===== src/common/bp_pkg.sv =====
package bp_pkg;

    localparam int xlen = 32;                       // pc width, one word
    localparam int btb_ways = 4;                    // fixed associativity of the target buffer

    localparam int default_btb_sets    = 16;        // power of two
    localparam int default_bht_entries = 64;        // per-branch history slots
    localparam int default_hist_bits   = 4;         // local history length

    typedef logic [xlen-1:0] pc_t;

    // two-bit saturating counter, msb set means predict taken
    typedef enum logic [1:0] {
        strong_nt = 2'b00,
        weak_nt   = 2'b01,                          // reset state
        weak_t    = 2'b10,
        strong_t  = 2'b11
    } cnt_state_t;

    // index width for a table, at least one bit so slices stay legal
    function automatic int idx_bits(input int entries);
        int w;
        w = (entries > 1) ? $clog2(entries) : 1;
        return w;
    endfunction

    // tag width left over once bits 1:0 and the set index are removed
    function automatic int tag_bits(input int sets);
        int w;
        w = xlen - 2 - idx_bits(sets);
        return w;
    endfunction

endpackage

===== src/hw/btb/btb_4way.sv =====
`timescale 1ns/1ns

module btb_4way
    import bp_pkg::*;
#(
    parameter int btb_sets = default_btb_sets
) (
    input  logic clk,
    input  logic rst_n,
    input  pc_t  predict_pc,                        // fetch pc from IF
    input  pc_t  update_pc,                         // resolved branch pc from EX
    input  logic valid,                             // branch, jal, jalr resolved this cycle
    input  pc_t  target_pc,                         // resolved target from EX
    output pc_t  predicted_target,                  // buffered target for predict_pc
    output logic target_hit                         // predict_pc found in the buffer
);

    localparam int idx_w = idx_bits(btb_sets);
    localparam int tag_w = tag_bits(btb_sets);

    // storage, tags and targets are payload only
    logic [tag_w-1:0]    tag_mem    [btb_sets][btb_ways];
    pc_t                 target_mem [btb_sets][btb_ways];
    logic [btb_ways-1:0] way_vld    [btb_sets];     // one valid bit per way
    logic [2:0]          plru_q     [btb_sets];     // {right leaf, left leaf, root}

    // lookup side
    logic [idx_w-1:0]    pred_idx;
    logic [tag_w-1:0]    pred_tag;
    logic [btb_ways-1:0] pred_hit;

    // update side
    logic [idx_w-1:0]    upd_idx;
    logic [tag_w-1:0]    upd_tag;
    logic [btb_ways-1:0] upd_hit;
    logic [1:0]          hit_way;                   // way that matched the update tag
    logic [1:0]          free_way;                  // lowest invalid way in the set
    logic                has_free;
    logic [1:0]          victim_way;                // pseudo-lru choice when the set is full
    logic [1:0]          upd_way;                   // way written by this update
    logic [2:0]          plru_set;
    logic [2:0]          plru_next;

    assign pred_idx = predict_pc[idx_w+1:2];        // set index just above the byte offset
    assign pred_tag = predict_pc[xlen-1:idx_w+2];
    assign upd_idx  = update_pc[idx_w+1:2];
    assign upd_tag  = update_pc[xlen-1:idx_w+2];

    // parallel compare of all four ways, hits are one-hot so an or-mux is enough
    always_comb begin
        predicted_target = '0;
        for (int w = 0; w < btb_ways; w++) begin
            pred_hit[w] = way_vld[pred_idx][w] && (tag_mem[pred_idx][w] == pred_tag);
            if (pred_hit[w]) begin
                predicted_target = predicted_target | target_mem[pred_idx][w];
            end
        end
    end

    assign target_hit = |pred_hit;

    // update way selection: hit, then first free, then plru victim
    always_comb begin
        hit_way  = 2'd0;
        free_way = 2'd0;
        for (int w = 0; w < btb_ways; w++) begin
            upd_hit[w] = way_vld[upd_idx][w] && (tag_mem[upd_idx][w] == upd_tag);
            if (upd_hit[w]) begin
                hit_way = 2'(w);
            end
        end
        for (int w = btb_ways - 1; w >= 0; w--) begin   // descending so the lowest wins
            if (!way_vld[upd_idx][w]) begin
                free_way = 2'(w);
            end
        end
    end

    assign has_free = ~&way_vld[upd_idx];
    assign plru_set = plru_q[upd_idx];

    // root 0 points at pair {0,1}, leaf 0 points at the lower way of its pair
    assign victim_way = plru_set[0] ? {1'b1, plru_set[2]} : {1'b0, plru_set[1]};

    always_comb begin
        if (|upd_hit) begin
            upd_way = hit_way;                      // rewrite target in place
        end else if (has_free) begin
            upd_way = free_way;
        end else begin
            upd_way = victim_way;
        end
    end

    // turn the path bits away from the way just written
    always_comb begin
        plru_next    = plru_set;
        plru_next[0] = ~upd_way[1];                 // root points at the other pair
        if (upd_way[1]) begin
            plru_next[2] = ~upd_way[0];
        end else begin
            plru_next[1] = ~upd_way[0];
        end
    end

    // control state, only updates touch the plru bits
    always_ff @(posedge clk) begin
        if (!rst_n) begin
            for (int s = 0; s < btb_sets; s++) begin
                way_vld[s] <= '0;
                plru_q[s]  <= '0;
            end
        end else if (valid) begin
            way_vld[upd_idx][upd_way] <= 1'b1;
            plru_q[upd_idx]           <= plru_next;
        end
    end

    // every resolved branch is written, taken or not
    always_ff @(posedge clk) begin
        if (valid) begin
            tag_mem[upd_idx][upd_way]    <= upd_tag;
            target_mem[upd_idx][upd_way] <= target_pc;
        end
    end

    // a tag lives in at most one way of its set, so both compares stay one-hot
    a_pred_hit_onehot : assert property (
        @(posedge clk) disable iff (!rst_n) $onehot0(pred_hit)
    ) else $error("btb lookup hit more than one way");

    a_upd_hit_onehot : assert property (
        @(posedge clk) disable iff (!rst_n) valid |-> $onehot0(upd_hit)
    ) else $error("btb update hit more than one way");

endmodule


===== config.mk =====
export PLATFORM = sky130hd
export DESIGN_NAME = btb_4way
export DESIGN_NICKNAME = d
export VERILOG_FILES = /design/src/common/bp_pkg.sv /design/src/hw/btb/btb_4way.sv
export SDC_FILE = /design/constraint.sdc
export NUM_CORES = 2
export LEC_CHECK = 0
export ABC_AREA = 0
export BUFFER_PORTS_ARGS = -buffer_cell sky130_fd_sc_hd__buf_2
export CORE_ASPECT_RATIO = 1.2
export CORE_MARGIN = 2
export CORE_UTILIZATION = 50
export CTS_CLUSTER_DIAMETER = 150
export DETAILED_ROUTE_END_ITERATION = 16
export PLACE_DENSITY = 0.65
export SETUP_SLACK_MARGIN = 0.3
export SYNTH_ARGS = -nofsm -noshare
export SYNTH_HDL_FRONTEND = slang
export SYNTH_SLANG_ARGS = --single-unit

===== constraint.sdc =====
create_clock -name clk -period 13.6 [get_ports clk]
set_clock_uncertainty 0.05 [all_clocks]
set_input_delay 1.36 -clock clk [delete_from_list [all_inputs] [get_ports clk]]
set_output_delay 1.36 -clock clk [all_outputs]
set_load 0.05 [all_outputs]

==> flow_summary.ini <==
[yosys]
synth_area_um2 = 163000
synth-seq-cells = 3824
async_reset_ff_share_pct = 0
synth-edff-count = 3760
share_of_the_yosys_chip_area_belonging_to_registers_pct = 70.0
postSynthNetCount = 7726
post_synth_top_flop = edfxtp_1
yosysWarnings = 0
synth_cell_type_count = 79
synthCells = 7627
post_synth.cell_area_avg_um2 = 21.4

[detailed_routing]
avgViaCountPerCell = 7.02
routed_wire_per_std_cell_um = 40.1
detailedRoute.firstPassIterationCount = 6
dr_drc_count = 0
routed-via-count = 87400
drt_iter0_markers = 12500
routed_wirelength_um = 499000
drtAntennaViolNets = 0

[clocking]
clock_tree_from_tritoncts = yes
numCtsBuffers = 374
post_cts_buffers = 0
cts_max_level = 5
worst_skew_pair.late_latency_ns = 0.96
cts.clk_slew.worst_paths_ns = 0.06
clock_sink_count = 3824
cts.hold.buffers_added = 0
buffer_depth_of_the_longest_clock_path = 4
number_of_cells_upsized_or_downsized_after_cts = 0
root_buffer = clkbuf_16

[place]
place_hpwl_um = 286000
final_weighted_congestion_of_routability_driven_global_placement = 0.955
buffers_added_on_ports = 127

[grt]
grt_pass1_wl_um = 691000
grt_max_degree = 113
grt_remaining_overflow = 0
antenna_found_initial = 27
grt_util_all_layers_pct = 29.9
first_global_vias = 88000

[setup_path]
worstSetupPathType = input pin to flop
worstPathRequired_ns = 14.11
timing.critical_path.from = update_pc[3]
critPathArrivalTime_ns = 9.81
worst_r2r_startpoint = tag_mem[13][66]$_DFFE_PP_
critPathMaxFanout = 112
worst_r2r_endpoint = target_mem[3][127]$_DFFE_PP_
setup.reg_to_reg.worst_slack_ns = 5.86
end_kind = flop
worst_setup_path_start_kind = input pin
length_in_cells_of_the_worst_reg_to_reg_path = 13

[layout]
mostFrequentLayoutCell = edfxtp_1
fraction_of_layout_instances_using_a_drive_strength_above_1_pct = 31.6
commonest_non_fill_non_tap_cells_in_the_layout = edfxtp_1 (3760), mux4_2 (1481), clkbuf_16 (379)
syn2layout_area_growth_pct = 11.1
nets = 7964

[sta]
timing_max_transition_violations_final = 0
timing.final.hold_violations = 0
timing.setup.tns_ns = 0
finalSetupViolCount = 0
fin_hold_ws_ns = 0.413
max_freq_mhz = 108
fin_crit_sh_pct = 68.4
worst_slew_margin_rel_pct = 16.1
rsz0062_at_grt = false
tightestPinTransition_ns = 1.25
final_period_minus_worst_setup_slack_ns = 9.30

[floorplan]
num_rows = 229
core_area_um2 = 324000
die-area_um2 = 331000
floorplan.initialDensity_pct = 50.3
dieHeight_um = 630
die_outline_width_um = 525
ios = 132

[power_and_ir_drop]
power_uw = 24900
leakagePower_uw = 0.0566
vdd_drop_max_mv = 0.115
power.density_nw_per_um2 = 137

[min_path]
hold_path_start = way_vld[9][0]$_DFF_P_
holdPathEnd = way_vld[9][0]$_DFF_P_
hold_depth = 2
worst_hold_path_type = flop to flop

[run]
drv_cap = 0

[status]
run_status = finished clean
==> cell type report <==
cell class / count / area, um2
Clock inverter: 217 / 2050
Timing Repair Buffer: 401 / 3070
Antenna cell: 10 / 25.0
Inverter: 37 / 144
Fill cell: 24100 / 143000
Multi-Input combinational cell: 3227 / 46600
Sequential cell: 3824 / 114000
Clock buffer: 461 / 9840
Tap cell: 4273 / 5350
==> metal layers <==
metal / track usage, % / share of wire, %
met1: 39.3 / 36
met2: 48.2 / 48
met3: 6.18 / 10
met4: 14.1 / 5.6
met5: 0 / 0.020
==> critical path: stages <==
cell	delay, ns
buf_8	0.48
buf_12	0.53
or2_2	0.48
o22ai_1	0.15
o21ai_0	0.35
nand3_1	0.46
o32ai_1	1.13
o2111ai_1	0.41
nor4b_4	0.74
nor2_1	0.19
nand2_4	0.85
buf_4	0.68
nor4b_2	0.39
buf_4	0.58
buf_4	0.62
==> cells by family after synthesis <==
group	synth area share [%]
DFF	70.0
buffers and inverters	1.71
xor gates and xnor gates	1.15
AOI/OAI and AO/OA	2.45
muxes	22.8
and+or+nand+nor	1.87
==> state kept, by name, summed over array words and instances, names as in the netlist <==
signal and flops:
way_vld 64, plru_q 48, target_mem 2048, tag_mem 1664
==> worst max-delay path by stage <==
| stage | endpoint | slack, ns |
|---|---|---|
| floorplan | tag_mem[0][26]$_DFFE_PP_ | 2.37 |
| global placement | tag_mem[3][6]$_DFFE_PP_ | 3.72 |
| detailed placement | tag_mem[6][6]$_DFFE_PP_ | 3.63 |
| CTS | predicted_target[18] | 4.42 |
| global route | predicted_target[18] | 4.27 |
| finish | target_mem[6][13]$_DFFE_PP_ | 4.30 |
==> power breakdown <==
part	internal, uW	leakage (uW)	switching (uW)
registers	13000	0.0344	13.8
logic	626	0.0164	1030
clock network	5700	0.00578	4500
==> synthesized netlist by cell type (62+ instances only) <==
cell type	count	area share, %
nand2_1	170	0.39
dfxtp_1	64	0.79
buf_1	110	0.25
mux2_2	77	0.53
xnor2_1	179	0.96
mux4_2	1481	20
mux2i_1	300	1.8
a211oi_1	77	0.35
edfxtp_1	3760	69
nor2b_1	62	0.24
clkbuf_1	216	0.50
buf_2	129	0.40
nor2_1	109	0.25
a21oi_1	143	0.44
==> metrics by stage <==
| stage | cells | setup slack, ns | util (%) | cell area [um2] |
|---|---|---|---|---|
| floorplan | 7627 | 2.37 | - | 163000 |
| global placement | 11800 | 3.72 | 52.2 | 169000 |
| detailed placement | 11800 | 3.63 | 52.2 | 169000 |
| CTS | 12400 | 4.42 | 55.9 | 181000 |
| global route | 12400 | 4.27 | 55.9 | 181000 |
| finish | 12500 | 4.30 | 55.9 | 181000 |
Note: power is estimated with default switching activity, not from simulation.
