## src/common/bp_pkg.sv

```systemverilog
package bp_pkg;

    localparam int xlen = 32;                       // pc width, one word
    localparam int btb_ways = 4;                    // fixed associativity of the target buffer

    localparam int default_btb_sets    = 16;        // power of two
    localparam int default_bht_entries = 64;        // per-branch history slots
    localparam int default_hist_bits   = 4;         // local history length

    typedef logic [xlen-1:0] pc_t;

    // two-bit saturating counter, msb set means predict taken
    typedef enum logic [1:0] {
        strong_nt = 2'b00,
        weak_nt   = 2'b01,                          // reset state
        weak_t    = 2'b10,
        strong_t  = 2'b11
    } cnt_state_t;

    // index width for a table, at least one bit so slices stay legal
    function automatic int idx_bits(input int entries);
        int w;
        w = (entries > 1) ? $clog2(entries) : 1;
        return w;
    endfunction

    // tag width left over once bits 1:0 and the set index are removed
    function automatic int tag_bits(input int sets);
        int w;
        w = xlen - 2 - idx_bits(sets);
        return w;
    endfunction

endpackage
```

## src/hw/local_predictor/local_branch_predictor.sv

```systemverilog
`timescale 1ns/1ns

module local_branch_predictor
    import bp_pkg::*;
#(
    parameter int bht_entries = default_bht_entries,
    parameter int hist_bits   = default_hist_bits
) (
    input  logic clk,
    input  logic rst_n,
    input  pc_t  predict_pc,                        // fetch pc from IF
    input  pc_t  update_pc,                         // resolved branch pc from EX
    input  logic valid,                             // resolved branch strobe
    input  logic branch_taken,                      // actual outcome from EX
    output logic predict_taken                      // direction guess for predict_pc
);

    localparam int bht_idx_w   = idx_bits(bht_entries);
    localparam int cnt_entries = 1 << hist_bits;    // one counter per history pattern

    logic [hist_bits-1:0] hist_q [bht_entries];     // local history per branch slot
    cnt_state_t           cnt_q  [cnt_entries];     // shared pattern table

    logic [bht_idx_w-1:0] pred_idx;
    logic [hist_bits-1:0] pred_hist;
    cnt_state_t           pred_cnt;

    logic [bht_idx_w-1:0] upd_idx;
    logic [hist_bits-1:0] upd_hist;                 // old history of the updating branch
    cnt_state_t           upd_cnt;
    cnt_state_t           upd_cnt_next;
    logic [hist_bits-1:0] upd_hist_next;

    // one saturating step toward the observed outcome
    function automatic cnt_state_t cnt_step(input cnt_state_t cur, input logic taken);
        cnt_state_t nxt;
        case (cur)
            strong_nt: nxt = taken ? weak_nt  : strong_nt;
            weak_nt:   nxt = taken ? weak_t   : strong_nt;
            weak_t:    nxt = taken ? strong_t : weak_nt;
            default:   nxt = taken ? strong_t : weak_t;     // strong_t
        endcase
        return nxt;
    endfunction

    // lookup, history of the fetch pc picks the counter
    assign pred_idx      = predict_pc[bht_idx_w+1:2];
    assign pred_hist     = hist_q[pred_idx];
    assign pred_cnt      = cnt_q[pred_hist];
    assign predict_taken = pred_cnt[1];             // msb means taken

    // update uses the history as it was before this branch
    assign upd_idx       = update_pc[bht_idx_w+1:2];
    assign upd_hist      = hist_q[upd_idx];
    assign upd_cnt       = cnt_q[upd_hist];
    assign upd_cnt_next  = cnt_step(upd_cnt, branch_taken);
    assign upd_hist_next = hist_bits'({upd_hist, branch_taken});   // shift in at lsb

    always_ff @(posedge clk) begin
        if (!rst_n) begin
            for (int i = 0; i < bht_entries; i++) begin
                hist_q[i] <= '0;
            end
        end else if (valid) begin
            hist_q[upd_idx] <= upd_hist_next;
        end
    end

    always_ff @(posedge clk) begin
        if (!rst_n) begin
            for (int i = 0; i < cnt_entries; i++) begin
                cnt_q[i] <= weak_nt;
            end
        end else if (valid) begin
            cnt_q[upd_hist] <= upd_cnt_next;
        end
    end

    // every counter stays a known state once reset has run
    for (genvar i = 0; i < cnt_entries; i++) begin : g_cnt_chk
        a_cnt_known : assert property (
            @(posedge clk) disable iff (!rst_n) !$isunknown(cnt_q[i])
        ) else $error("pattern counter %0d holds an unknown value", i);
    end

endmodule

```

## config.mk

```make
export PLATFORM = sky130hd
export DESIGN_NAME = local_branch_predictor
export DESIGN_NICKNAME = d
export VERILOG_FILES = /design/src/common/bp_pkg.sv /design/src/hw/local_predictor/local_branch_predictor.sv
export SDC_FILE = /design/constraint.sdc
export NUM_CORES = 1
export LEC_CHECK = 0
export BUFFER_PORTS_ARGS = -buffer_cell sky130_fd_sc_hd__buf_2
export CORE_MARGIN = 2
export CORE_UTILIZATION = 45
export DETAILED_ROUTE_END_ITERATION = 10
export HOLD_SLACK_MARGIN = 0.06
export SKIP_LAST_GASP = 1
export SYNTH_ARGS = -nofsm -noshare
export SYNTH_HDL_FRONTEND = slang
export SYNTH_SLANG_ARGS = --single-unit
```

## constraint.sdc

```tcl
create_clock -name clk -period 4.2 [get_ports clk]
set_clock_uncertainty 0.2 [all_clocks]
set_input_delay 0.21 -clock clk [delete_from_list [all_inputs] [get_ports clk]]
set_output_delay 0.21 -clock clk [all_outputs]
set_load 0.005 [all_outputs]
```

==> results of run 1 <==
logic make-up (layout without fill, tap and decap cells):
family | Yosys count | count (layout) | synth area share
flops | 288 | 288 | 0.5503
compound gates | 85 | 85 | 0.03846
buf+inv | 110 | 160 | 0.03360
simple gates | 554 | 554 | 0.1502
mux | 199 | 199 | 0.2261
fa+ha+maj | 2 | 2 | 0.001353
tightest hold or removal path, cell delays in order:
cell and delay (ns):
buf_2 0.12, buf_4 0.24, nand2_1 0.19
worst max path at each step:
stage / depth (start not counted) / endpoint
global placement: 13 / cnt_q[14][0]$_SDFFCE_PN1P_
detailed placement: 12 / cnt_q[9][1]$_SDFFCE_PN0P_
CTS: 11 / predict_taken
global route: 11 / predict_taken
floorplan: 8 / predict_taken
finish: 11 / predict_taken
through the flow:
step / util / worst slack (ns) / total power, W / TNS (ns) / hold slack [ns]
after floorplan: - / 0.4494 / 0.004034 / 0 / 0.4176
after global placement: 0.4823 / 0.05283 / 0.004389 / 0 / 0.5730
after detailed placement: 0.4823 / -0.02707 / 0.004395 / -0.09330 / 0.5810
after CTS: 0.5098 / 0.04084 / 0.006944 / 0 / 0.1470
after global routing: 0.5100 / 0.05658 / 0.007139 / 0 / 0.1742
final: 0.5100 / 0.2091 / 0.006927 / 0 / 0.1656
placed cells by master, fill, tap and decap left out, types with 4 or more instances in the layout:
cell,synthesis,final
nor3_1,9,9
clkinv_1,0,5
mux2i_1,58,58
buf_2,19,14
clkbuf_16,0,31
o21ai_1,6,6
nor2b_1,8,8
o2111ai_1,11,11
edfxtp_1,288,288
nand2_1,189,189
nor3b_1,5,5
clkbuf_1,63,4
mux2_2,17,17
buf_12,1,11
nand2b_1,4,4
o21ai_0,17,17
a21oi_1,7,6
buf_4,1,70
a2111oi_0,4,4
a22oi_1,12,12
inv_1,9,8
nor2_1,282,281
mux4_2,123,123
nand3_1,21,21
clkinv_2,0,10
o211ai_1,5,5
nand3b_1,7,7
layer usage:
| metal | up-vias | track usage | share of wire |
|---|---|---|---|
| met5 | - | 0 | 0 |
| met4 | 0 | 0.08527 | 0.035 |
| met3 | 95 | 0.04729 | 0.080 |
| met2 | 479 | 0.3987 | 0.48 |
| met1 | 5369 | 0.3356 | 0.40 |
| li1 | 4692 | - | - |
timing repair:
item / CTS / global route
endpoints found under the hold margin: 8 / 0
setup buffers: 0 / 0
endpoints found under the setup margin: 1 / 1
resized for setup: 1 / 1
hold buffers: 1 / 0
flip-flops by register name, summed over array words and instances (netlist names):
signal / count
hist_q: 256
cnt_q: 32
final cells by class:
type                    instances  area, um^2  area share
repair buffers                 96       825.8     0.04699
clock buffers                  35       790.8     0.04500
clock inverters                19       145.1    0.008259
flip-flops and latches        288        8648      0.4921
multi-input cells             840        6556      0.3731
inverters                      10       37.54    0.002136
well taps                     455       569.3     0.03240
power by group through the flow:
stage | registers (W) | logic, W | clock network (W)
global placement | 0.00339 | 0.00100 | 0
floorplan | 0.00336 | 0.000678 | 0
global route | 0.00334 | 0.00108 | 0.00272
detailed placement | 0.00339 | 0.00100 | 0
CTS | 0.00333 | 0.00101 | 0.00260
finish | 0.00333 | 0.00101 | 0.00258
==> qor.yml, run 1 <==
logic_synthesis:
  yosysSeqAreaShare: 0.5503
  yosys.area.top_type: "edfxtp_1"
  synth.most_common_cell: "edfxtp_1"
  synthArstFlopShare: 0
  synth_flop_cell: "edfxtp_1"
  syn_nets: 1306
  syn-cell-area_um2: 15720
  ys_seq_elements: 288
  synth_top_area_frac: 0.5503
  avgSynthCellArea_um2: 12.69
  ys_types: 60
  synth_edf_count: 288
  yosys-top-cells-area: "edfxtp_1 (55%), mux4_2 (18%), nor2_1 (6.7%)"
  yosysWarnings: 0
  synthTopCellsByCount: "edfxtp_1 (288), nor2_1 (282), nand2_1 (189)"
  syn_inst: 1238
global_route:
  overflow: 0
  antenna_found_initial: 0
  grt_usage: 0.2469
  grt_pass1_wl_um: 66230
  grt_max_degree: 57
  grt_pass1_vias: 10509
floorplanning:
  boundaryPins: 69
  die_w_um: 190.9
  die_h_um: 190.9
  start_util: 0.4561
  core_um2: 34460
  die_area_um2: 36430
  row_count: 68
cells_and_area:
  final_cells: 1743
  area_growth_pct: 11.82
  drive_gt1_frac: 0.2329
  nets: 1334
  diodes: 0
  fill_cells: 3009
  final_cell_area_um2: 17570
sta:
  slew-limit-headroom: 0.3682
  hold_violations: 0
  final-setup-viol-count: 0
  worst_pin_slew_ns: 0.9458
  timing.fmax_mhz: 250.6
  period_minus_slack_ns: 3.991
  slew_viol_final: 0
  finalCritPeriodShare: 0.9502
  rsz0062_at_grt: "no"
worst_setup_path:
  r2r_slack_ns: 0.44
  critPathKind: "reg2out"
  path_delay_family: "multiplexers"
  path_buf_inv: 1
  crit_slowest_cell: "mux4_2"
  worstPathArrival_ns: 3.58
  cp_slowest_stage_delay_ns: 0.51
  crit_start: "hist_q[42][0]$_SDFFCE_PN0P_"
  crit_path_end_kind: "output port"
  worst_r2r_path_depth: 10
  rr_startpoint: "hist_q[59][2]$_SDFFCE_PN0P_"
  startpoint_type: "register"
  crit_chain: "mux4_2, mux4_2, nor2b_1, a211oi_2, a21oi_2, mux2_2, nand2_1, o211ai_1, o21ai_0, o21ai_0, buf_2"
  path_max_fanout: 8
  critPathRequiredTime_ns: 3.79
  reg2reg_to: "cnt_q[10][0]$_SDFFCE_PN1P_"
clock_network:
  path_clk_slew_ns: 0.07
  insertion_delay_ns: 0.56
  cts_tree: "built"
  htree_levels: 1
  clk_path_buf_depth: 3
  cts_made_buffers: 30
  cts_root_buf: "clkbuf_16"
  clock-sinks: 288
drt:
  drt-total-wl_um: 44010
  drc: 0
  via_per_inst: 6.102
  routedWlPerCell_um: 25.25
  postRouteAntennaNets: 0
  drtIter0Drc: 1213
  num_vias: 10635
  dr.pass1.iters: 6
pwr:
  p_per_area_nw_per_um2: 394.2
  switching_share: 0.2613
  seq_power_share: 0.481
  p_comb_frac: 0.146
  p_int_w: 0.005117
  power_leakage_nw: 6.324
  clkPwrFrac: 0.373
  vdd_drop_max_mv: 0.3560
  power.switching_w: 0.001810
place:
  dp.cells: 1688
  gp_congestion: 0.8970
  post_dp_cell_area_um2: 16620
  hpwl_um: 31080
  placement.io_buffers: 16
run:
  maxCapViolCount: 0
min_path:
  hp-start: "rst_n"
  hold_path.class: "in2reg"
  min_to: "hist_q[35][1]$_SDFFCE_PN0P_"
  whs_path_depth: 3
status:
  status: "complete, no violations"
No activity file was read; power rests on OpenSTA's default activity.
==> run 2, diff against run 1 <==
- clock period: 4.2 -> 4.63 ns (I/O delays scaled with it)
==> run 2 against run 1 <==
Effect of this change: design area shrank 1.1%; worst setup slack better by 0.29 ns; hold slack lost 0.0013 ns; flip-flop and latch count unchanged.
==> qor.yml, run 2 (synthesis gave the netlist of run 1 again) <==
status:
  status: "complete, no violations"
cells_and_area:
  largest_reg_flops: 256  # unchanged
  diodes: 0  # unchanged
  nets: 1319  # -1.1%
  final_cell_mix: "edfxtp_1 (288), nor2_1 (281), nand2_1 (189)"
  largest-register: "hist_q"
  final_cells: 1728  # -0.86%
  top_regs: "hist_q x256, cnt_q x32"
  drive_gt1_frac: 0.2200  # -0.01297
  area_growth_pct: 10.61
  final_cell_area_um2: 17380  # -1.1%
  mostFrequentLayoutCell: "edfxtp_1"
worst_setup_path:
  rr_startpoint: "hist_q[62][2]$_SDFFCE_PN0P_"
  crit_path_end_kind: "output port"
  crit_start: "hist_q[43][0]$_SDFFCE_PN0P_"
  worst_r2r_path_depth: 10  # unchanged
  crit_chain: "mux4_2, mux4_2, nor2b_1, a211oi_1, a21oi_1, mux2_2, nand2_1, o21ai_0, o211ai_1, o21ai_0, buf_2"
  endpoint: "predict_taken"
  crit_slowest_cell: "mux4_2"
  path_max_fanout: 8  # unchanged
  worstPathArrival_ns: 3.70  # +0.12 ns
  critPathRequiredTime_ns: 4.20  # +0.41 ns
  path_buf_inv: 1  # unchanged
  startpoint_type: "register"
  reg2reg_to: "cnt_q[9][0]$_SDFFCE_PN1P_"
  path_delay_family: "multiplexers"
  r2r_slack_ns: 0.78  # +0.34 ns
  critPathKind: "reg2out"
  path_depth: 11  # unchanged
  cp_slowest_stage_delay_ns: 0.53  # +0.02 ns
floorplanning:
  die_w_um: 190.9  # unchanged
  die_area_um2: 36430  # unchanged
  core_um2: 34460  # unchanged
  row_count: 68  # unchanged
  start_util: 0.4561  # unchanged
  boundaryPins: 69  # unchanged
  die_h_um: 190.9  # unchanged
min_path:
  hold_path.class: "in2reg"
drt:
  routedWlPerCell_um: 25.12  # -0.53%
  drt-total-wl_um: 43400  # -1.4%
  via_per_inst: 6.111  # +0.16%
  drc: 0  # unchanged
  num_vias: 10560  # -0.71%
  postRouteAntennaNets: 0  # unchanged
  drtIter0Drc: 1009  # -17%
  dr.pass1.iters: 6  # unchanged
global_route:
  overflow: 0  # unchanged
  grt_usage: 0.2439  # -0.003002
  grt_pass1_vias: 10388  # -1.2%
  antenna_found_initial: 0  # unchanged
  grt_max_degree: 63  # +11%
  grt_pass1_wl_um: 65570  # -0.99%
sta:
  slew-limit-headroom: 0.2299  # -0.1383
  tns_ns: 0  # unchanged
  worst_pin_slew_ns: 1.151  # +0.2052 ns
  slew_viol_final: 0  # unchanged
  hold_violations: 0  # unchanged
  rsz0062_at_grt: "no"
  finalCritPeriodShare: 0.8927
  layout_setup_ws_ns: 0.4970  # +0.2878 ns
  timing.fmax_mhz: 242.0
  period_minus_slack_ns: 4.133
  final-setup-viol-count: 0  # unchanged
clock_network:
  cts_root_buf: "clkbuf_16"
  cts_resized: 0  # -1
  insertion_delay_ns: 0.58  # +0.02 ns
  cts_made_buffers: 30  # unchanged
  htree_levels: 1  # unchanged
  path_clk_slew_ns: 0.06  # about the same
  clock-sinks: 288  # unchanged
  cts_tree: "built"
  clk_path_buf_depth: 3  # unchanged
pwr:
  switching_share: 0.2616  # +0.0003256
  seq_power_share: 0.485  # +0.004
  p_per_area_nw_per_um2: 358.3  # -9.1%
  vdd_drop_max_mv: 0.2663  # -25%
  power_leakage_nw: 6.202  # -1.9%
  p_comb_frac: 0.145  # about the same
  p_int_w: 0.004599  # -10%
  clkPwrFrac: 0.370  # -0.003
  power.switching_w: 0.001629  # -10%
place:
  hpwl_um: 30630  # -1.5%
  placement.io_buffers: 16  # unchanged
  dp.cells: 1673  # -0.89%
  dp_slack_ns: 0.2082  # +0.2352 ns
  post_dp_cell_area_um2: 16440  # -1.1%
  gp_congestion: 0.9146  # +2.0%
run:
  maxCapViolCount: 0  # unchanged
[run 2: tightest hold or removal path, cell delays in order]
cell and delay, ns:
buf_2 0.12, buf_4 0.26, nand2_1 0.16
[run 2: how the worst min path moves through the flow]
| stage | start | endpoint | slack, ns | cells after the start |
|---|---|---|---|---|
| floorplan | branch_taken | cnt_q[10][0]$_SDFFCE_PN1P_ | 0.44 | 3 |
| global placement | branch_taken | cnt_q[14][0]$_SDFFCE_PN1P_ | 0.59 | 4 |
| detailed placement | branch_taken | cnt_q[10][0]$_SDFFCE_PN1P_ | 0.59 | 4 |
| CTS | rst_n | cnt_q[3][1]$_SDFFCE_PN0P_ | 0.14 | 3 |
| global route | rst_n | cnt_q[3][1]$_SDFFCE_PN0P_ | 0.16 | 3 |
| finish | rst_n | cnt_q[2][1]$_SDFFCE_PN0P_ | 0.16 | 3 |
[run 2: final cells by class]
class / count / area (um^2)
timing repair buffer: 81 / 650.6
multi-input combinational: 840 / 6548
clock inverter: 19 / 158.9
sequential: 288 / 8648
tap: 455 / 569.3
fill: 3026 / 17080
inverter: 10 / 37.54
clock buffer: 35 / 769.5
[run 2: stage by stage]
stage          utilization  hold WS, ns  total power [W]
5_1_grt             0.5044       0.1610         0.006408
6_report            0.5044       0.1642         0.006228
4_1_cts             0.5044       0.1411         0.006251
3_3_place_gp        0.4772       0.5887         0.003965
2_1_floorplan            -       0.4391         0.003659
3_5_place_dp        0.4772       0.5866         0.003973
[run 2: timing repair]
item / 4_1_cts / 5_1_grt
hold buffers: 1 / 0
buffers inserted: 0 / 0
endpoints found under the hold margin: 8 / 0
[run 2: power by group through the flow]
stage          logic (W)  clock network [W]  registers [W]
2_1_floorplan   0.000615                  0        0.00304
3_3_place_gp    0.000894                  0        0.00307
3_5_place_dp    0.000899                  0        0.00307
4_1_cts         0.000903            0.00233        0.00302
5_1_grt         0.000961            0.00242        0.00303
6_report        0.000902            0.00230        0.00302
[run 2: routing by layer]
metal | track usage | vias to the layer above | share of wire
met5 | 0 | - | 0
met4 | 0.09750 | 0 | 0.043
met3 | 0.03681 | 94 | 0.078
met2 | 0.3880 | 460 | 0.47
met1 | 0.3376 | 5328 | 0.41
li1 | - | 4678 | -
